**src/fq_cfg_pkg.sv**
```systemverilog
// sizing constants for the fetch queue
// shared by the FIFO, the credit logic and the testbench
package fq_cfg_pkg;

  // ===================
  // queue storage
  // ===================
  // entries in the FIFO, also the upstream credit pool
  localparam int unsigned FQ_DEPTH = 8;
  // pointer and occupancy widths
  localparam int unsigned FQ_ADDR_W = $clog2(FQ_DEPTH);
  localparam int unsigned FQ_CNT_W  = $clog2(FQ_DEPTH + 1);

  // entry layout, pc on top, instruction below
  localparam int unsigned FQ_PC_W    = 32;
  localparam int unsigned FQ_INSTR_W = 32;
  localparam int unsigned FQ_ENTRY_W = FQ_PC_W + FQ_INSTR_W;

  // ===================
  // issue side
  // ===================
  // credits held toward decode after reset
  localparam int unsigned FQ_ISSUE_CREDITS = 4;
  localparam int unsigned FQ_ISSUE_CNT_W   = $clog2(FQ_ISSUE_CREDITS + 1);

endpackage

```
**src/fq_isa_pkg.sv**
```systemverilog
// instruction word views and predecode encodings
// only the register-register and register-immediate formats are covered
package fq_isa_pkg;

  // register specifier width
  localparam int unsigned REG_ADDR_W = 5;

  // major opcodes recognised by predecode
  localparam logic [6:0] OPC_REG = 7'h33;
  localparam logic [6:0] OPC_IMM = 7'h13;

  // register-register layout
  typedef struct packed {
    logic [6:0]            funct7;
    logic [REG_ADDR_W-1:0] rs2;
    logic [REG_ADDR_W-1:0] rs1;
    logic [2:0]            funct3;
    logic [REG_ADDR_W-1:0] rd;
    logic [6:0]            opcode;
  } r_fmt_t;

  // register-immediate layout, imm12 overlays funct7 and rs2
  typedef struct packed {
    logic [11:0]           imm12;
    logic [REG_ADDR_W-1:0] rs1;
    logic [2:0]            funct3;
    logic [REG_ADDR_W-1:0] rd;
    logic [6:0]            opcode;
  } i_fmt_t;

  // one 32-bit word, two readings
  typedef union packed {
    r_fmt_t r_fmt;
    i_fmt_t i_fmt;
  } instr_u;

  // predecode class handed to decode
  typedef enum logic [1:0] {
    CLS_REG     = 2'd0,
    CLS_IMM     = 2'd1,
    CLS_ILLEGAL = 2'd2
  } iclass_e;

endpackage

```
**src/fetch_queue.sv**
```systemverilog
// fetch queue top level
// ingress register, fall-through FIFO, head predecode and credit-based issue
`timescale 1ns/1ps

module fetch_queue (
  input  logic                              clk,
  input  logic                              rst_n,
  input  logic                              flush_i,
  input  logic                              fetch_valid_i,
  input  logic [fq_cfg_pkg::FQ_PC_W-1:0]    fetch_pc_i,
  input  logic [fq_cfg_pkg::FQ_INSTR_W-1:0] fetch_instr_i,
  output logic                              fetch_credit_o,
  input  logic                              issue_credit_i,
  output logic                              issue_valid_o,
  output logic [fq_cfg_pkg::FQ_PC_W-1:0]    issue_pc_o,
  output fq_isa_pkg::iclass_e               issue_class_o,
  output logic [fq_isa_pkg::REG_ADDR_W-1:0] issue_rd_o,
  output logic [fq_isa_pkg::REG_ADDR_W-1:0] issue_rs1_o,
  output logic [fq_cfg_pkg::FQ_INSTR_W-1:0] issue_operand_o
);

  import fq_cfg_pkg::*;
  import fq_isa_pkg::*;

  // ingress to fifo
  logic                  push;
  logic [FQ_ENTRY_W-1:0] entry;
  // fifo head
  logic [FQ_ENTRY_W-1:0] head;
  logic                  empty;
  logic                  pop;
  // predecoded head
  logic [FQ_PC_W-1:0]    pd_pc;
  iclass_e               pd_class;
  logic [REG_ADDR_W-1:0] pd_rd;
  logic [REG_ADDR_W-1:0] pd_rs1;
  logic [FQ_INSTR_W-1:0] pd_operand;

  fq_ingress u_ingress (
    .clk            (clk),
    .rst_n          (rst_n),
    .flush_i        (flush_i),
    .fetch_valid_i  (fetch_valid_i),
    .fetch_pc_i     (fetch_pc_i),
    .fetch_instr_i  (fetch_instr_i),
    .pop_i          (pop),
    .push_o         (push),
    .entry_o        (entry),
    .fetch_credit_o (fetch_credit_o)
  );

  // full and usage stay open, the credit loop bounds occupancy
  sync_fifo #(
    .DEPTH (FQ_DEPTH),
    .WIDTH (FQ_ENTRY_W)
  ) u_fifo (
    .clk     (clk),
    .rst_n   (rst_n),
    .flush_i (flush_i),
    .push_i  (push),
    .pop_i   (pop),
    .data_i  (entry),
    .data_o  (head),
    .empty_o (empty),
    .full_o  (),
    .usage_o ()
  );

  fq_predecode u_predecode (
    .entry_i   (head),
    .pc_o      (pd_pc),
    .class_o   (pd_class),
    .rd_o      (pd_rd),
    .rs1_o     (pd_rs1),
    .operand_o (pd_operand)
  );

  fq_issue u_issue (
    .clk             (clk),
    .rst_n           (rst_n),
    .flush_i         (flush_i),
    .empty_i         (empty),
    .issue_credit_i  (issue_credit_i),
    .pc_i            (pd_pc),
    .class_i         (pd_class),
    .rd_i            (pd_rd),
    .rs1_i           (pd_rs1),
    .operand_i       (pd_operand),
    .pop_o           (pop),
    .issue_valid_o   (issue_valid_o),
    .issue_pc_o      (issue_pc_o),
    .issue_class_o   (issue_class_o),
    .issue_rd_o      (issue_rd_o),
    .issue_rs1_o     (issue_rs1_o),
    .issue_operand_o (issue_operand_o)
  );

endmodule

```
**src/fq_ingress.sv**
```systemverilog
// input register stage of the fetch queue
// registers each accepted fetch into one entry and returns upstream credits on pops
`timescale 1ns/1ps

module fq_ingress (
  input  logic                              clk,
  input  logic                              rst_n,
  input  logic                              flush_i,
  input  logic                              fetch_valid_i,
  input  logic [fq_cfg_pkg::FQ_PC_W-1:0]    fetch_pc_i,
  input  logic [fq_cfg_pkg::FQ_INSTR_W-1:0] fetch_instr_i,
  input  logic                              pop_i,
  output logic                              push_o,
  output logic [fq_cfg_pkg::FQ_ENTRY_W-1:0] entry_o,
  output logic                              fetch_credit_o
);

  import fq_cfg_pkg::*;

  // mirror of the credits still held by the fetch unit
  logic [FQ_CNT_W-1:0] prod_cnt_q;

  // control, flush drops the staged word and any pending credit
  always_ff @(posedge clk or negedge rst_n) begin
    if (!rst_n) begin
      push_o         <= 1'b0;
      fetch_credit_o <= 1'b0;
    end else if (flush_i) begin
      push_o         <= 1'b0;
      fetch_credit_o <= 1'b0;
    end else begin
      push_o         <= fetch_valid_i;
      fetch_credit_o <= pop_i;
    end
  end

  // payload, pc in the upper half
  always_ff @(posedge clk) begin
    if (fetch_valid_i) begin
      entry_o <= {fetch_pc_i, fetch_instr_i};
    end
  end

  // producer spends on fetch, regains on each credit pulse
  always_ff @(posedge clk or negedge rst_n) begin
    if (!rst_n) begin
      prod_cnt_q <= FQ_CNT_W'(FQ_DEPTH);
    end else if (flush_i) begin
      prod_cnt_q <= FQ_CNT_W'(FQ_DEPTH);
    end else if (fetch_credit_o && !fetch_valid_i) begin
      prod_cnt_q <= prod_cnt_q + 1'b1;
    end else if (fetch_valid_i && !fetch_credit_o) begin
      prod_cnt_q <= prod_cnt_q - 1'b1;
    end
  end

  // credit loop closes through the FIFO and the issue stage
  a_prod_credit_max: assert property (@(posedge clk) disable iff (!rst_n)
    prod_cnt_q <= FQ_CNT_W'(FQ_DEPTH))
    else $error("upstream credits above queue depth");

endmodule

```
**src/fq_issue.sv**
```systemverilog
// issue stage of the fetch queue
// pops the FIFO head while decode has credits and registers the predecoded record
`timescale 1ns/1ps

module fq_issue (
  input  logic                              clk,
  input  logic                              rst_n,
  input  logic                              flush_i,
  input  logic                              empty_i,
  input  logic                              issue_credit_i,
  input  logic [fq_cfg_pkg::FQ_PC_W-1:0]    pc_i,
  input  fq_isa_pkg::iclass_e               class_i,
  input  logic [fq_isa_pkg::REG_ADDR_W-1:0] rd_i,
  input  logic [fq_isa_pkg::REG_ADDR_W-1:0] rs1_i,
  input  logic [fq_cfg_pkg::FQ_INSTR_W-1:0] operand_i,
  output logic                              pop_o,
  output logic                              issue_valid_o,
  output logic [fq_cfg_pkg::FQ_PC_W-1:0]    issue_pc_o,
  output fq_isa_pkg::iclass_e               issue_class_o,
  output logic [fq_isa_pkg::REG_ADDR_W-1:0] issue_rd_o,
  output logic [fq_isa_pkg::REG_ADDR_W-1:0] issue_rs1_o,
  output logic [fq_cfg_pkg::FQ_INSTR_W-1:0] issue_operand_o
);

  import fq_cfg_pkg::*;

  logic [FQ_ISSUE_CNT_W-1:0] credit_q;

  // send when a head exists and decode has room
  // no pop in a flush cycle, the head is being discarded
  assign pop_o = !empty_i && (credit_q != '0) && !flush_i;

  // flush leaves credits alone, decode still holds its items
  always_ff @(posedge clk or negedge rst_n) begin
    if (!rst_n) begin
      credit_q <= FQ_ISSUE_CNT_W'(FQ_ISSUE_CREDITS);
    end else if (issue_credit_i && !pop_o) begin
      credit_q <= credit_q + 1'b1;
    end else if (pop_o && !issue_credit_i) begin
      credit_q <= credit_q - 1'b1;
    end
  end

  always_ff @(posedge clk or negedge rst_n) begin
    if (!rst_n) begin
      issue_valid_o <= 1'b0;
    end else begin
      issue_valid_o <= pop_o;
    end
  end

  // record fields, only loaded on a pop
  always_ff @(posedge clk) begin
    if (pop_o) begin
      issue_pc_o      <= pc_i;
      issue_class_o   <= class_i;
      issue_rd_o      <= rd_i;
      issue_rs1_o     <= rs1_i;
      issue_operand_o <= operand_i;
    end
  end

  // consumer returns no more than it was given
  a_issue_credit_max: assert property (@(posedge clk) disable iff (!rst_n)
    credit_q <= FQ_ISSUE_CNT_W'(FQ_ISSUE_CREDITS))
    else $error("issue credits above initial count");

endmodule

```
**src/fq_predecode.sv**
```systemverilog
// combinational predecode of the FIFO head
// splits the entry into pc and instruction and extracts the issue fields
// any opcode other than reg-reg or reg-imm is issued as illegal
`timescale 1ns/1ps

module fq_predecode (
  input  logic [fq_cfg_pkg::FQ_ENTRY_W-1:0] entry_i,
  output logic [fq_cfg_pkg::FQ_PC_W-1:0]    pc_o,
  output fq_isa_pkg::iclass_e               class_o,
  output logic [fq_isa_pkg::REG_ADDR_W-1:0] rd_o,
  output logic [fq_isa_pkg::REG_ADDR_W-1:0] rs1_o,
  output logic [fq_cfg_pkg::FQ_INSTR_W-1:0] operand_o
);

  import fq_cfg_pkg::*;
  import fq_isa_pkg::*;

  instr_u instr;

  // upper half pc, lower half instruction word
  assign pc_o  = entry_i[FQ_ENTRY_W-1 -: FQ_PC_W];
  assign instr = entry_i[FQ_INSTR_W-1:0];

  always_comb begin
    // illegal by default, all fields zero
    class_o   = CLS_ILLEGAL;
    rd_o      = '0;
    rs1_o     = '0;
    operand_o = '0;
    // opcode sits in the same bits for both views
    case (instr.r_fmt.opcode)
      OPC_REG: begin
        class_o   = CLS_REG;
        rd_o      = instr.r_fmt.rd;
        rs1_o     = instr.r_fmt.rs1;
        // rs2 zero-extended
        operand_o = {{(FQ_INSTR_W - REG_ADDR_W){1'b0}}, instr.r_fmt.rs2};
      end
      OPC_IMM: begin
        class_o   = CLS_IMM;
        rd_o      = instr.i_fmt.rd;
        rs1_o     = instr.i_fmt.rs1;
        // imm12 sign-extended
        operand_o = {{(FQ_INSTR_W - 12){instr.i_fmt.imm12[11]}}, instr.i_fmt.imm12};
      end
      default: begin
        class_o = CLS_ILLEGAL;
      end
    endcase
  end

endmodule

```
**src/simple_dual_port_ram.sv**
```systemverilog
// storage array behind the FIFO
// one synchronous write port, one asynchronous read port
`timescale 1ns/1ps

module simple_dual_port_ram #(
  parameter int unsigned DEPTH = fq_cfg_pkg::FQ_DEPTH,
  parameter int unsigned WIDTH = fq_cfg_pkg::FQ_ENTRY_W,
  localparam int unsigned ADDR_W = (DEPTH > 1) ? $clog2(DEPTH) : 1
) (
  input  logic              clk,
  input  logic              we_i,
  input  logic [ADDR_W-1:0] waddr_i,
  input  logic [WIDTH-1:0]  wdata_i,
  input  logic [ADDR_W-1:0] raddr_i,
  output logic [WIDTH-1:0]  rdata_o
);

  // plain register array
  logic [WIDTH-1:0] mem [DEPTH];

  // write on the clock edge
  always_ff @(posedge clk) begin
    if (we_i) begin
      mem[waddr_i] <= wdata_i;
    end
  end

  // read straight through, head visible in the same cycle
  assign rdata_o = mem[raddr_i];

endmodule

```
**src/sync_fifo.sv**
```systemverilog
// single-clock first-word-fall-through FIFO with synchronous flush
// an empty FIFO passes a push straight to data_o so the head never lags a cycle
`timescale 1ns/1ps

module sync_fifo #(
  parameter int unsigned DEPTH = fq_cfg_pkg::FQ_DEPTH,
  parameter int unsigned WIDTH = fq_cfg_pkg::FQ_ENTRY_W,
  localparam int unsigned ADDR_W = (DEPTH > 1) ? $clog2(DEPTH) : 1,
  localparam int unsigned CNT_W  = $clog2(DEPTH + 1)
) (
  input  logic             clk,
  input  logic             rst_n,
  input  logic             flush_i,
  input  logic             push_i,
  input  logic             pop_i,
  input  logic [WIDTH-1:0] data_i,
  output logic [WIDTH-1:0] data_o,
  output logic             empty_o,
  output logic             full_o,
  output logic [CNT_W-1:0] usage_o
);

  logic [ADDR_W-1:0] rd_ptr_q, rd_ptr_d;
  logic [ADDR_W-1:0] wr_ptr_q, wr_ptr_d;
  logic [CNT_W-1:0]  cnt_q, cnt_d;
  logic [WIDTH-1:0]  ram_rdata;
  logic              do_push, do_pop, bypass;

  simple_dual_port_ram #(
    .DEPTH (DEPTH),
    .WIDTH (WIDTH)
  ) u_ram (
    .clk     (clk),
    .we_i    (do_push),
    .waddr_i (wr_ptr_q),
    .wdata_i (data_i),
    .raddr_i (rd_ptr_q),
    .rdata_o (ram_rdata)
  );

  // ===================
  // status
  // ===================
  assign full_o  = (cnt_q == CNT_W'(DEPTH));
  // a push into an empty FIFO already counts as a head
  assign empty_o = (cnt_q == '0) && !push_i;
  assign usage_o = cnt_q;
  // word goes straight out and never lands in the array
  assign bypass  = (cnt_q == '0) && push_i && pop_i;
  assign data_o  = (cnt_q == '0) ? data_i : ram_rdata;

  assign do_push = push_i && !full_o && !bypass;
  assign do_pop  = pop_i && !empty_o && !bypass;

  // ===================
  // pointer update
  // ===================
  always_comb begin
    wr_ptr_d = wr_ptr_q;
    rd_ptr_d = rd_ptr_q;
    cnt_d    = cnt_q;
    // explicit wrap, needed when DEPTH is not a power of two
    if (do_push) begin
      wr_ptr_d = (wr_ptr_q == ADDR_W'(DEPTH - 1)) ? '0 : wr_ptr_q + 1'b1;
    end
    if (do_pop) begin
      rd_ptr_d = (rd_ptr_q == ADDR_W'(DEPTH - 1)) ? '0 : rd_ptr_q + 1'b1;
    end
    // push and pop together leave the count alone
    if (do_push && !do_pop) begin
      cnt_d = cnt_q + 1'b1;
    end else if (do_pop && !do_push) begin
      cnt_d = cnt_q - 1'b1;
    end
  end

  always_ff @(posedge clk or negedge rst_n) begin
    if (!rst_n) begin
      wr_ptr_q <= '0;
      rd_ptr_q <= '0;
      cnt_q    <= '0;
    end else if (flush_i) begin
      wr_ptr_q <= '0;
      rd_ptr_q <= '0;
      cnt_q    <= '0;
    end else begin
      wr_ptr_q <= wr_ptr_d;
      rd_ptr_q <= rd_ptr_d;
      cnt_q    <= cnt_d;
    end
  end

  // callers must respect the flags
  a_no_push_full: assert property (@(posedge clk) disable iff (!rst_n) push_i |-> !full_o)
    else $error("fifo overflow");
  a_no_pop_empty: assert property (@(posedge clk) disable iff (!rst_n) pop_i |-> !empty_o)
    else $error("fifo underflow");

endmodule

```
**config.mk**
```make
export PLATFORM = sky130hd
export DESIGN_NAME = fetch_queue
export DESIGN_NICKNAME = d
export VERILOG_FILES = /design/src/fq_cfg_pkg.sv /design/src/fq_isa_pkg.sv /design/src/fetch_queue.sv /design/src/fq_ingress.sv /design/src/fq_issue.sv /design/src/fq_predecode.sv /design/src/simple_dual_port_ram.sv /design/src/sync_fifo.sv
export SDC_FILE = /design/constraint.sdc
export NUM_CORES = 1
export LEC_CHECK = 0
export BUFFER_PORTS_ARGS = -buffer_cell sky130_fd_sc_hd__buf_2
export CAP_MARGIN = 40
export CORE_UTILIZATION = 29
export CTS_BUF_LIST = sky130_fd_sc_hd__clkbuf_4
export DETAILED_ROUTE_END_ITERATION = 7
export GPL_ROUTABILITY_DRIVEN = 1
export PLACE_DENSITY = 0.49
export SETUP_SLACK_MARGIN = 0.15
export SLEW_MARGIN = 20
export SYNTH_ARGS = -nofsm -noshare
export SYNTH_HDL_FRONTEND = slang
export SYNTH_HIERARCHICAL = 1
export SYNTH_SLANG_ARGS = --single-unit
```
**constraint.sdc**
```tcl
create_clock -name clk -period 22.9 [get_ports clk]
set_clock_uncertainty 0.05 [all_clocks]
set_input_delay 2.29 -clock clk [delete_from_list [all_inputs] [get_ports clk]]
set_output_delay 2.29 -clock clk [all_outputs]
set_load 0.01 [all_outputs]
```
Yosys cells after proc, flatten, opt, wreduce, memory -nomap -nowiden
Memories as Yosys holds them, arrays and structs flattened.
Cells that the tools add are included.
W data, S select, Z words.
{ "classes": {"n_addsub": 6, "n_eq_ne": 5, "mux": 18, "n_reduce_logical": 29} }
{ "ops": {"columns": ["cell", "n"], "rows": [
  ["$mux W64", 1],
  ["$pmux W32 S2", 1],
  ["$mux W3", 8],
  ["$logic_and A1 B1 Y1", 13],
  ["$mux W4", 3],
  ["$add A3 B1 Y3 const B", 3],
  ["$logic_not A1 Y1", 9],
  ["$eq A7 B5 Y1 const B", 1],
  ["$eq A7 B6 Y1 const B", 1],
  ["$eq A3 B3 Y1 const B", 2],
  ["$reduce_bool A2 Y1", 3],
  ["$reduce_bool A3 Y1", 2],
  ["$add A4 B1 Y4 const B", 1],
  ["$eq A4 B4 Y1 const B", 1],
  ["$logic_not A4 Y1", 1],
  ["$mux W1", 4],
  ["$pmux W2 S2", 1],
  ["$sub A4 B1 Y4 const B", 1],
  ["$sub A3 B1 Y3 const B", 1],
  ["$reduce_or A2 Y1", 1]
]} }
{ "totals": {"reg_bits": 156, "mem_bits_rw": 512, "inputBits": 69, "output_inout_bits": 78, "elab_cells": 72, "memories": 1} }
{ "mem_list": {"columns": ["name", "depth", "width", "rd", "rd_ports_with_merged_regs", "write_ports", "line_no", "text"], "rows": [
  ["u_fifo.u_ram.mem", 8, 64, 1, 0, 1, "simple_dual_port_ram.sv:19", "logic [WIDTH-1:0] mem [DEPTH];"]
]} }

Longest topological paths before layout
Gate-level depths: netlist (run 1).
{ "logic_depth": {"depth_word": 13, "mapped_depth": 12, "ltp_nobuf": 11} }

Cells and area by module
The synthesis (run 1) kept the hierarchy.
{ "by_module_without_submodules": {"columns": ["module", "n_inst", "cells_per_inst", "area_each_um2", "seq_area_each_um2"], "rows": [
  ["simple_dual_port_ram", 1, 752, 19266.0, 15374.7],
  ["fq_issue", 1, 91, 2481.1, 2383.5],
  ["fq_ingress", 1, 68, 1984.4, 1971.9],
  ["sync_fifo", 1, 142, 1482.7, 250.2],
  ["fq_predecode", 1, 87, 609.3, 0.0]
]} }

Worst setup path after synthesis (run 1)
No wires, ideal clock.
{ "synth_timing": {"path_kind": "input port to flip-flop", "from": "input flush_i", "to": "memory u_fifo/u_ram/mem[0][0] (netlist bit), enable pin", "setup_ns": 0.565, "arrival_time_ns": 7.905, "required_time_ns": 22.285, "setup_slack_ns": 14.380, "stages": 8, "n_path_buf": 1, "path_cell_list": "or3_4 inv_2 clkbuf_1 nor2_1 o21ai_2 inv_1 nand2b_1 nor3_1"} }
{ "synth_between": {"elab_chain_cells": 7} }
{ "synth_lines": {"columns": ["item", "line_no", "text"], "rows": [
  ["start, declared", "fetch_queue.sv:8", "input logic flush_i,"],
  ["$logic_not A1 Y1", "fq_issue.sv:31", "assign pop_o = !empty_i && (credit_q != '0) && !flush_i;"],
  ["$logic_and A1 B1 Y1", "fq_issue.sv:31", null],
  ["via pop", "fetch_queue.sv:31", "logic pop;"],
  ["$logic_and A1 B1 Y1", "sync_fifo.sv:49", "assign bypass = (cnt_q == '0) && push_i && pop_i;"],
  ["$logic_not A1 Y1", "sync_fifo.sv:52", "assign do_push = push_i && !full_o && !bypass;"],
  ["$logic_and A1 B1 Y1", "sync_fifo.sv:52", null],
  ["via u_fifo.do_push", "sync_fifo.sv:27", "logic do_push, do_pop, bypass;"],
  ["$mux W1", "simple_dual_port_ram.sv:23", "if (we_i) begin"],
  ["$mux W1 (implied by the code)", "simple_dual_port_ram.sv:24", "mem[waddr_i] <= wdata_i;"],
  ["end, declared", "simple_dual_port_ram.sv:19", null]
]} }
The timed path passes the listed nets, and every way through them passes these cells.

Final worst setup path (run 1)
{ "layout_timing": {"from": "input flush_i", "to": "memory u_fifo/u_ram/mem[3][32] (netlist bit), enable pin"} }
Same word-level chain as after synthesis.

==> impl_metrics.ini, run 1 <==
[outcome]
outcome = completed

[timing]
holdWs_ns = 0.4858
slew_headroom_pct = 44.41
slew_viol_final = 0
final.setup.tns_ns = 0
worst_slew_pin_slew_ns = 0.8319
rsz0062_at_grt = false
finalCritPeriodShare_pct = 20.08
fmaxAchievable_mhz = 217.4
period_needed_ns = 4.599
setup_viol = 0
finalHoldViolations = 0
fin_ws_ns = 18.30

[global_route]
grt_pass1_vias = 12952
antenna_found_initial = 6
overflow = 0
grt_pass1_wl_um = 80660
grt_start_max_net_pins = 49
grt_usage_pct = 12.85

[placement]
place_ws_ns = 17.20
dp_hpwl_um = 29320
place_congestion = 0.6840
io_buffers = 143

[routing]
detail_route.vias_per_cell = 4.404
routed_wl_um = 53980
ant_nets = 0
drc_errors = 0
drt-pass1-iter-count = 4
drt_iter0_drc = 542
wl_per_cell_um = 20.67
vias = 11498

[floorplan]
die_y_um = 294.5
row_count = 106
coreArea_um2 = 84220
die_w_um = 294.5
start_util_pct = 29.46
die_area_um2 = 86720
io_pins = 147

[setup_path]
rrSetupSlack_ns = 18.48
worstPathArrival_ns = 5.13
crit_chain = buf_2 > or3_4 > inv_4 > nor2_1 > o21ai_2 > inv_1 > nand2b_1 > nor2_4 > buf_4
slowest_delay_ns = 0.77
crit_path_max_fanout = 42
crit_path_top_delay_cell = buf_4
endpoint_kind = register
rr_worst_depth = 9
worstPathRequired_ns = 23.43
startpoint_type = input port
path_class = in -> reg

[clocking]
cts_tree = built
post_cts_buffers = 0
h-tree-depth = 4
path_clk_slew_ns = 0.06
cts_resized = 0
worst_skew_pair.late_latency_ns = 0.98
cts_hold_buffers = 0
clk_root_buffer_cell = clkbuf_4
cts_inserted_buffers = 173
cts.path.max_buffers = 3
cts_sinks = 641

[cells_and_area]
final_core_util_pct = 34.38
syn_to_final_growth_pct = 16.71
drive_above_1_share_pct = 48.64
fillers = 7918
nNetsFinal = 1428

[logic_synthesis]
postSynthCellCount = 1101
synthesis.nets = 1179
avgSynthCellArea_um2 = 22.53
synth_area_um2 = 24810
yosysWarnings = 6

[power_and_ir_drop]
p_per_area_nw_per_um2 = 106.4
p_total_mw = 3.080
ir_worst_vdd_mv = 0.04151
p_leak_nw = 9.583

[worst_hold_path]
hold_path.class = reg -> reg
hold_depth = 1

[job]
max_cap_violations = 0
==> critical path: cells and delay by family <==
kind,cells,cell delay [ns]
buf+inv,4,1.34
compound gates,1,0.12
simple gates,4,1.33
==> cell type report <==
class	count	area (µm²)	area share, %
antenna	3	7.507	0.02593
clock buffer	255	1914	6.611
clock inverter	44	334.1	1.154
inverter	10	40.04	0.1383
multi-input combinational	350	4949	17.09
sequential	641	19180	66.24
tap	1134	1419	4.900
timing repair buffer	174	1112	3.841
==> cell usage in the layout (no fill, tap or decap), types with 4 or more instances in the layout <==
master / instances
and4b_1: 5
buf_12: 4
clkbuf_4: 255
inv_1: 9
nand2b_1: 4
mux2_2: 120
clkinv_4: 6
buf_4: 21
ha_1: 7
mux4_2: 122
buf_16: 5
clkinv_1: 21
nand2_1: 7
mux2i_1: 5
nor2_4: 6
and3_1: 18
dfrtp_1: 12
clkinv_2: 6
buf_2: 142
edfxtp_1: 625
nor2_1: 10
nor3_1: 5
bufinv_16: 4
a21oi_1: 6
==> routing by layer <==
metal	GRT usage, %	share of wire (%)	up-vias
met3	3.846	5.1	94
met4	5.335	1.9	4
met5	0	0.056	-
li1	-	-	5102
met1	15.20	43	6006
met2	21.69	50	292
==> through the flow <==
stage / std cells / instance area [µm²]
after floorplan: 1101 / 24810
after global routing: 2611 / 28960
after global placement: 2298 / 26460
final: 2611 / 28960
after CTS: 2605 / 28890
after detailed placement: 2306 / 26650
==> path summary, 6_finish.rpt <==
check                                    start                         end
min                        u_issue/credit_q[2]         u_issue/credit_q[2]
max                                    flush_i     u_fifo/u_ram/mem[3][32]
max in group asynchronous                rst_n          u_fifo/rd_ptr_q[0]
min reg2reg                u_issue/credit_q[2]         u_issue/credit_q[2]
max reg2reg                 u_fifo/rd_ptr_q[0]  u_issue/issue_operand_o[1]
min in group asynchronous                rst_n       u_issue/issue_valid_o
==> sequential cells by signal, summed over array words and instances (netlist names) <==
register,count
u_fifo/rd_ptr_q,3
u_fifo/u_ram/mem,488
u_fifo/usage_o,4
u_fifo/wr_ptr_q,3
u_ingress/entry_o,61
u_ingress/fetch_credit_o,1
u_ingress/push_o,1
u_issue/credit_q,3
u_issue/issue_class_o,2
u_issue/issue_operand_o,32
u_issue/issue_pc_o,32
u_issue/issue_rd_o,5
u_issue/issue_rs1_o,5
u_issue/issue_valid_o,1
==> where the power goes <==
group / internal, mW / total (mW) / switching, mW
combinational: 0.290 / 0.579 / 0.288
sequential: 1.41 / 1.47 / 0.0620
clock: 0.556 / 1.03 / 0.472
(Power assumes the default switching activity.)
==> run 2: changes to the inputs <==
--- a/config.mk
+++ b/config.mk
@@ -5,13 +5,14 @@
 export SDC_FILE = /design/constraint.sdc
 export NUM_CORES = 1
 export LEC_CHECK = 0
+export ABC_AREA = 1
 export BUFFER_PORTS_ARGS = -buffer_cell sky130_fd_sc_hd__buf_2
 export CAP_MARGIN = 40
 export CORE_UTILIZATION = 29
 export CTS_BUF_LIST = sky130_fd_sc_hd__clkbuf_4
 export DETAILED_ROUTE_END_ITERATION = 7
 export GPL_ROUTABILITY_DRIVEN = 1
-export PLACE_DENSITY = 0.49
+export PLACE_DENSITY = 0.5
 export SETUP_SLACK_MARGIN = 0.15
 export SLEW_MARGIN = 20
 export SYNTH_ARGS = -nofsm -noshare
==> constraint.sdc (replaced) <==
create_clock -name clk -period 3.9 [get_ports clk]
set_clock_uncertainty 0.05 [all_clocks]
set_input_delay 0.39 -clock clk [delete_from_list [all_inputs] [get_ports clk]]
set_output_delay 0.39 -clock clk [all_outputs]
set_load 0.01 [all_outputs]
==> impl_metrics.ini, run 2 <==
[setup_path]
crit_path_max_fanout = 124
path_class = reg -> reg
worstPathRequired_ns = 4.67
worstPathArrival_ns = 3.58
rrSetupSlack_ns = 1.09
startpoint_type = register
rr_worst_depth = 12
r2r-end = u_issue/issue_operand_o[19]
endpoint_kind = register
reg2reg_from = u_fifo/rd_ptr_q[1]

[routing]
wl_per_cell_um = 15.01
drt_iter0_drc = 922
detail_route.vias_per_cell = 4.087
routed_wl_um = 65970
vias = 17962
ant_nets = 0
drc_errors = 0
drt-pass1-iter-count = 5

[power_and_ir_drop]
p_leak_nw = 14.87
ir_worst_vdd_mv = 0.6281
p_total_mw = 20.76
p_per_area_nw_per_um2 = 624.4

[clocking]
cts_resized = 0
cts_inserted_buffers = 173
cts.path.max_buffers = 3
path_clk_slew_ns = 0.06
worst_skew_pair.late_latency_ns = 0.99
post_cts_buffers = 0
clk_root_buffer_cell = clkbuf_4
cts_tree = built
h-tree-depth = 4
cts_sinks = 641

[global_route]
overflow = 0
antenna_found_initial = 5
grt_pass1_wl_um = 102300
grt_start_max_net_pins = 133
grt_usage_pct = 13.78
grt_pass1_vias = 17667

[worst_hold_path]
hold_depth = 2
hold_path.startpoint = fetch_pc_i[0]
hold_path_end = u_ingress/entry_o[32]
hold_path.class = in -> reg

[cells_and_area]
final_core_util_pct = 34.95
seqCellArea_um2 = 19180
fin_cells = 4395
syn_to_final_growth_pct = 19.00
final_common_cell = nand2_1
largest_reg_flops = 488
reg_top3 = u_fifo/u_ram/mem x488, u_ingress/entry_o x61
largest-register = u_fifo/u_ram/mem
multiInputGateArea_um2 = 5769
final_cell_mix = 1004 x nand2_1, 625 x edfxtp_1, 532 x inv_1, 255 x nand3_1, 251 x clkbuf_4
fillers = 9601
drive_above_1_share_pct = 16.35
nNetsFinal = 3085
design_area_um2 = 33250

[timing]
worst_slew_pin_slew_ns = 0.8091
finalHoldViolations = 0
final.setup.tns_ns = 0
holdWs_ns = 0.1235
fin_ws_ns = 1.090
finalCritPeriodShare_pct = 72.04
setup_viol = 0
slew_headroom_pct = 46.06
fmaxAchievable_mhz = 355.9
rsz0062_at_grt = false
slew_viol_final = 0
period_needed_ns = 2.810

[floorplan]
io_pins = 147
row_count = 113
die_area_um2 = 97600
start_util_pct = 29.37
coreArea_um2 = 95150
die_w_um = 312.4
die_y_um = 312.4

[placement]
dp_cells = 3979
io_buffers = 143
place_ws_ns = 1.024
place_congestion = 0.7275
dp_hpwl_um = 34590
place_area_um2 = 29880

[logic_synthesis]
synth_area_um2 = 27940
yosysWarnings = 6
avgSynthCellArea_um2 = 10.40
postSynthCellCount = 2687
synthesis.nets = 2765

[job]
max_cap_violations = 0

[outcome]
outcome = completed
-- run 2: report_power, final --
part / internal, mW / switching [mW]
Combinational: 1.86 / 4.36
Sequential: 8.36 / 0.292
Clock: 3.19 / 2.71
Total: 13.4 / 7.36
-- run 2: final cells by class --
type / count / area share (%)
tap: 1265 / 4.760
inverter: 539 / 6.107
sequential: 641 / 57.68
timing repair buffer: 310 / 7.559
clock inverter: 42 / 0.8428
multi-input combinational: 1342 / 17.35
clock buffer: 251 / 5.667
antenna: 5 / 0.03763
-- run 2: worst max-delay path by stage --
stage | depth (start not counted) | endpoint | slack, ns | startpoint
final | 12 | u_issue/issue_operand_o[19] | 1.09 | u_fifo/rd_ptr_q[1]
after floorplan | 10 | u_fifo/u_ram/mem[2][0] | -0.58 | u_fifo/usage_o[2]
after global placement | 12 | u_issue/issue_operand_o[15] | 1.01 | u_fifo/rd_ptr_q[1]
after global routing | 12 | u_issue/issue_operand_o[23] | 0.85 | u_fifo/rd_ptr_q[1]
after CTS | 12 | u_issue/issue_operand_o[19] | 1.05 | u_fifo/rd_ptr_q[1]
after detailed placement | 12 | u_issue/issue_operand_o[15] | 1.02 | u_fifo/rd_ptr_q[1]
-- run 2: repair_timing --
action,in CTS,in global routing
endpoints found under the setup margin,0,0
hold buffers,116,0
hold endpoints to repair,153,0
-- run 2: critical path, cell delays in order, from the launching register on --
cell and delay (ns):
dfrtp_4 0.44, buf_12 0.58, nand3_1 0.16, nand2_1 0.10, nand2_1 0.05, nand2_1 0.09, nand2_1 0.05, nand2_1 0.11
nand2_2 0.08, nor2_4 0.14, nand2_1 0.32, nor2_1 0.19, buf_4 0.25
-- run 2: metal layers --
metal | vias to the layer above | part of all wire [%] | GRT usage, %
met5 | - | 0.041 | 0
met4 | 4 | 2.3 | 5.258
met3 | 132 | 4.3 | 3.132
met2 | 362 | 47 | 22.56
met1 | 8358 | 46 | 17.70
li1 | 9106 | - | -
==> run 3: changes to the inputs <==
--- a/config.mk
+++ b/config.mk
@@ -5,14 +5,14 @@
 export SDC_FILE = /design/constraint.sdc
 export NUM_CORES = 1
 export LEC_CHECK = 0
-export ABC_AREA = 1
+export ABC_AREA = 0
 export BUFFER_PORTS_ARGS = -buffer_cell sky130_fd_sc_hd__buf_2
 export CAP_MARGIN = 40
 export CORE_UTILIZATION = 29
 export CTS_BUF_LIST = sky130_fd_sc_hd__clkbuf_4
 export DETAILED_ROUTE_END_ITERATION = 7
 export GPL_ROUTABILITY_DRIVEN = 1
-export PLACE_DENSITY = 0.5
+export PLACE_DENSITY = 0.49
 export SETUP_SLACK_MARGIN = 0.15
 export SLEW_MARGIN = 20
 export SYNTH_ARGS = -nofsm -noshare
==> constraint.sdc (replaced) <==
create_clock -name clk -period 2.7 [get_ports clk]
set_clock_uncertainty 0.05 [all_clocks]
set_input_delay 0.27 -clock clk [delete_from_list [all_inputs] [get_ports clk]]
set_output_delay 0.27 -clock clk [all_outputs]
set_load 0.01 [all_outputs]
==> impl_metrics.ini, run 3 (synthesis results as in run 1) <==
[routing]
drt-pass1-iter-count = 5
drc_errors = 0
drt_iter0_drc = 631
detail_route.vias_per_cell = 4.389
routed_wl_um = 60240
ant_nets = 0
wl_per_cell_um = 20.99
vias = 12596

[cells_and_area]
final_common_cell = edfxtp_1
final_core_util_pct = 38.76
final_cell_mix = 625 x edfxtp_1, 254 x clkbuf_4, 142 x buf_2, 128 x dlygate4sd3_1, 122 x mux4_2
largest-register = u_fifo/u_ram/mem
drive_above_1_share_pct = 49.48
nNetsFinal = 1682
syn_to_final_growth_pct = 31.58
reg_top3 = u_fifo/u_ram/mem x488, u_ingress/entry_o x61
largest_reg_flops = 488

[power_and_ir_drop]
p_per_area_nw_per_um2 = 837.2
p_leak_nw = 11.15
p_total_mw = 27.33
ir_worst_vdd_mv = 0.3969

[timing]
setup_viol = 21
finalCritPeriodShare_pct = 101.4
fmaxAchievable_mhz = 365.3
rsz0062_at_grt = true
holdWs_ns = 0.1670
worst_slew_pin_slew_ns = 0.5047
fin_ws_ns = -0.03746
finalHoldViolations = 0
slew_viol_final = 0
final.setup.tns_ns = -0.4371
slew_headroom_pct = 66.35
period_needed_ns = 2.737

[placement]
place_ws_ns = -0.1175
place_congestion = 0.6725
dp_hpwl_um = 30270
io_buffers = 143

[floorplan]
io_pins = 147
row_count = 106
coreArea_um2 = 84220
die_y_um = 294.5
start_util_pct = 29.46
die_area_um2 = 86720
die_w_um = 294.5

[setup_path]
crit_path_top_delay_cell = mux4_2
crit_family = multiplexers
crit_path_max_fanout = 9
worstPathRequired_ns = 3.50
path_class = reg -> reg
startpoint_type = register
endpoint_kind = register
worstPathArrival_ns = 3.54
path_buf_inv = 3
slowest_delay_ns = 0.50
crit_chain = buf_12 > mux4_2 > mux2_4 > mux2_4 > or3_4 > nor3_4 > buf_12 > clkbuf_16

[global_route]
grt_pass1_wl_um = 84780
grt_pass1_vias = 13739
antenna_found_initial = 4
grt_start_max_net_pins = 61
grt_usage_pct = 13.54
overflow = 0

[clocking]
h-tree-depth = 4
cts.path.max_buffers = 3
worst_skew_pair.late_latency_ns = 0.98
clk_root_buffer_cell = clkbuf_4
cts_sinks = 641
cts_inserted_buffers = 171
cts_tree = built
path_clk_slew_ns = 0.06

[worst_hold_path]
hold_path.class = in -> async

[outcome]
outcome = finished with violations
violations = negative setup slack

[job]
max_cap_violations = 0
-- run 3: path summary, 6_finish.rpt --
kind | slack, ns | start | end | cells past startpoint
worst max-delay path | -0.04 | u_fifo/rd_ptr_q[0] | u_issue/issue_operand_o[17] | 8
worst min-delay path | 0.17 | rst_n | u_issue/issue_valid_o | 3
worst max register to register | -0.04 | u_fifo/rd_ptr_q[0] | u_issue/issue_operand_o[17] | 8
worst min register to register | 0.48 | u_issue/credit_q[2] | u_issue/credit_q[2] | 1
max in group asynchronous | 2.01 | rst_n | u_fifo/rd_ptr_q[0] | 4
min in group clk | 0.17 | flush_i | u_fifo/usage_o[1] | 4
-- run 3: layer usage --
metal  wire length (µm)  vias up  global-route usage [%]
met1              25430     6576                   16.34
met3               2616       98                   3.574
met2              31060      297                   23.02
met4               1103        4                   5.297
met5                 34        -                       0
li1                   -     5621                       -
-- run 3: power by group --
group / switching, mW / leakage [nW] / internal, mW / total [mW]
sequential: 0.435 / 5.93 / 12.0 / 12.4
clock: 3.93 / 1.32 / 4.77 / 8.70
combinational: 2.88 / 3.90 / 3.34 / 6.22
-- run 3: layout make-up --
| class | count | area (µm²) |
|---|---|---|
| Antenna cell | 2 | 5.005 |
| Clock buffer | 254 | 1907 |
| Clock inverter | 49 | 341.6 |
| Fill cell | 7686 | 51570 |
| Inverter | 10 | 53.80 |
| Multi-Input combinational cell | 350 | 5119 |
| Sequential cell | 641 | 19180 |
| Tap cell | 1134 | 1419 |
| Timing Repair Buffer | 430 | 4618 |
-- run 3: tightest hold or removal path: cells and delay by family --
kind | cells | cell delay [ns]
buffers and inverters | 3 | 1.31
-- run 3: stage by stage --
step | area (µm²) | instances
global route | 32640 | 2869
finish | 32650 | 2870
CTS | 31450 | 2810
detailed placement | 27210 | 2345
global placement | 27210 | 2345
floorplan | 24980 | 1101
-- run 3: what timing repair did --
action                                  4_1_cts  5_1_grt
gates cloned                                 12       29
hold buffers                                128        0
pin swaps                                    10       15
hold endpoints to repair                    162        0
endpoints found under the setup margin      441      570
resized for setup                            36       63
setup buffers                                22       28
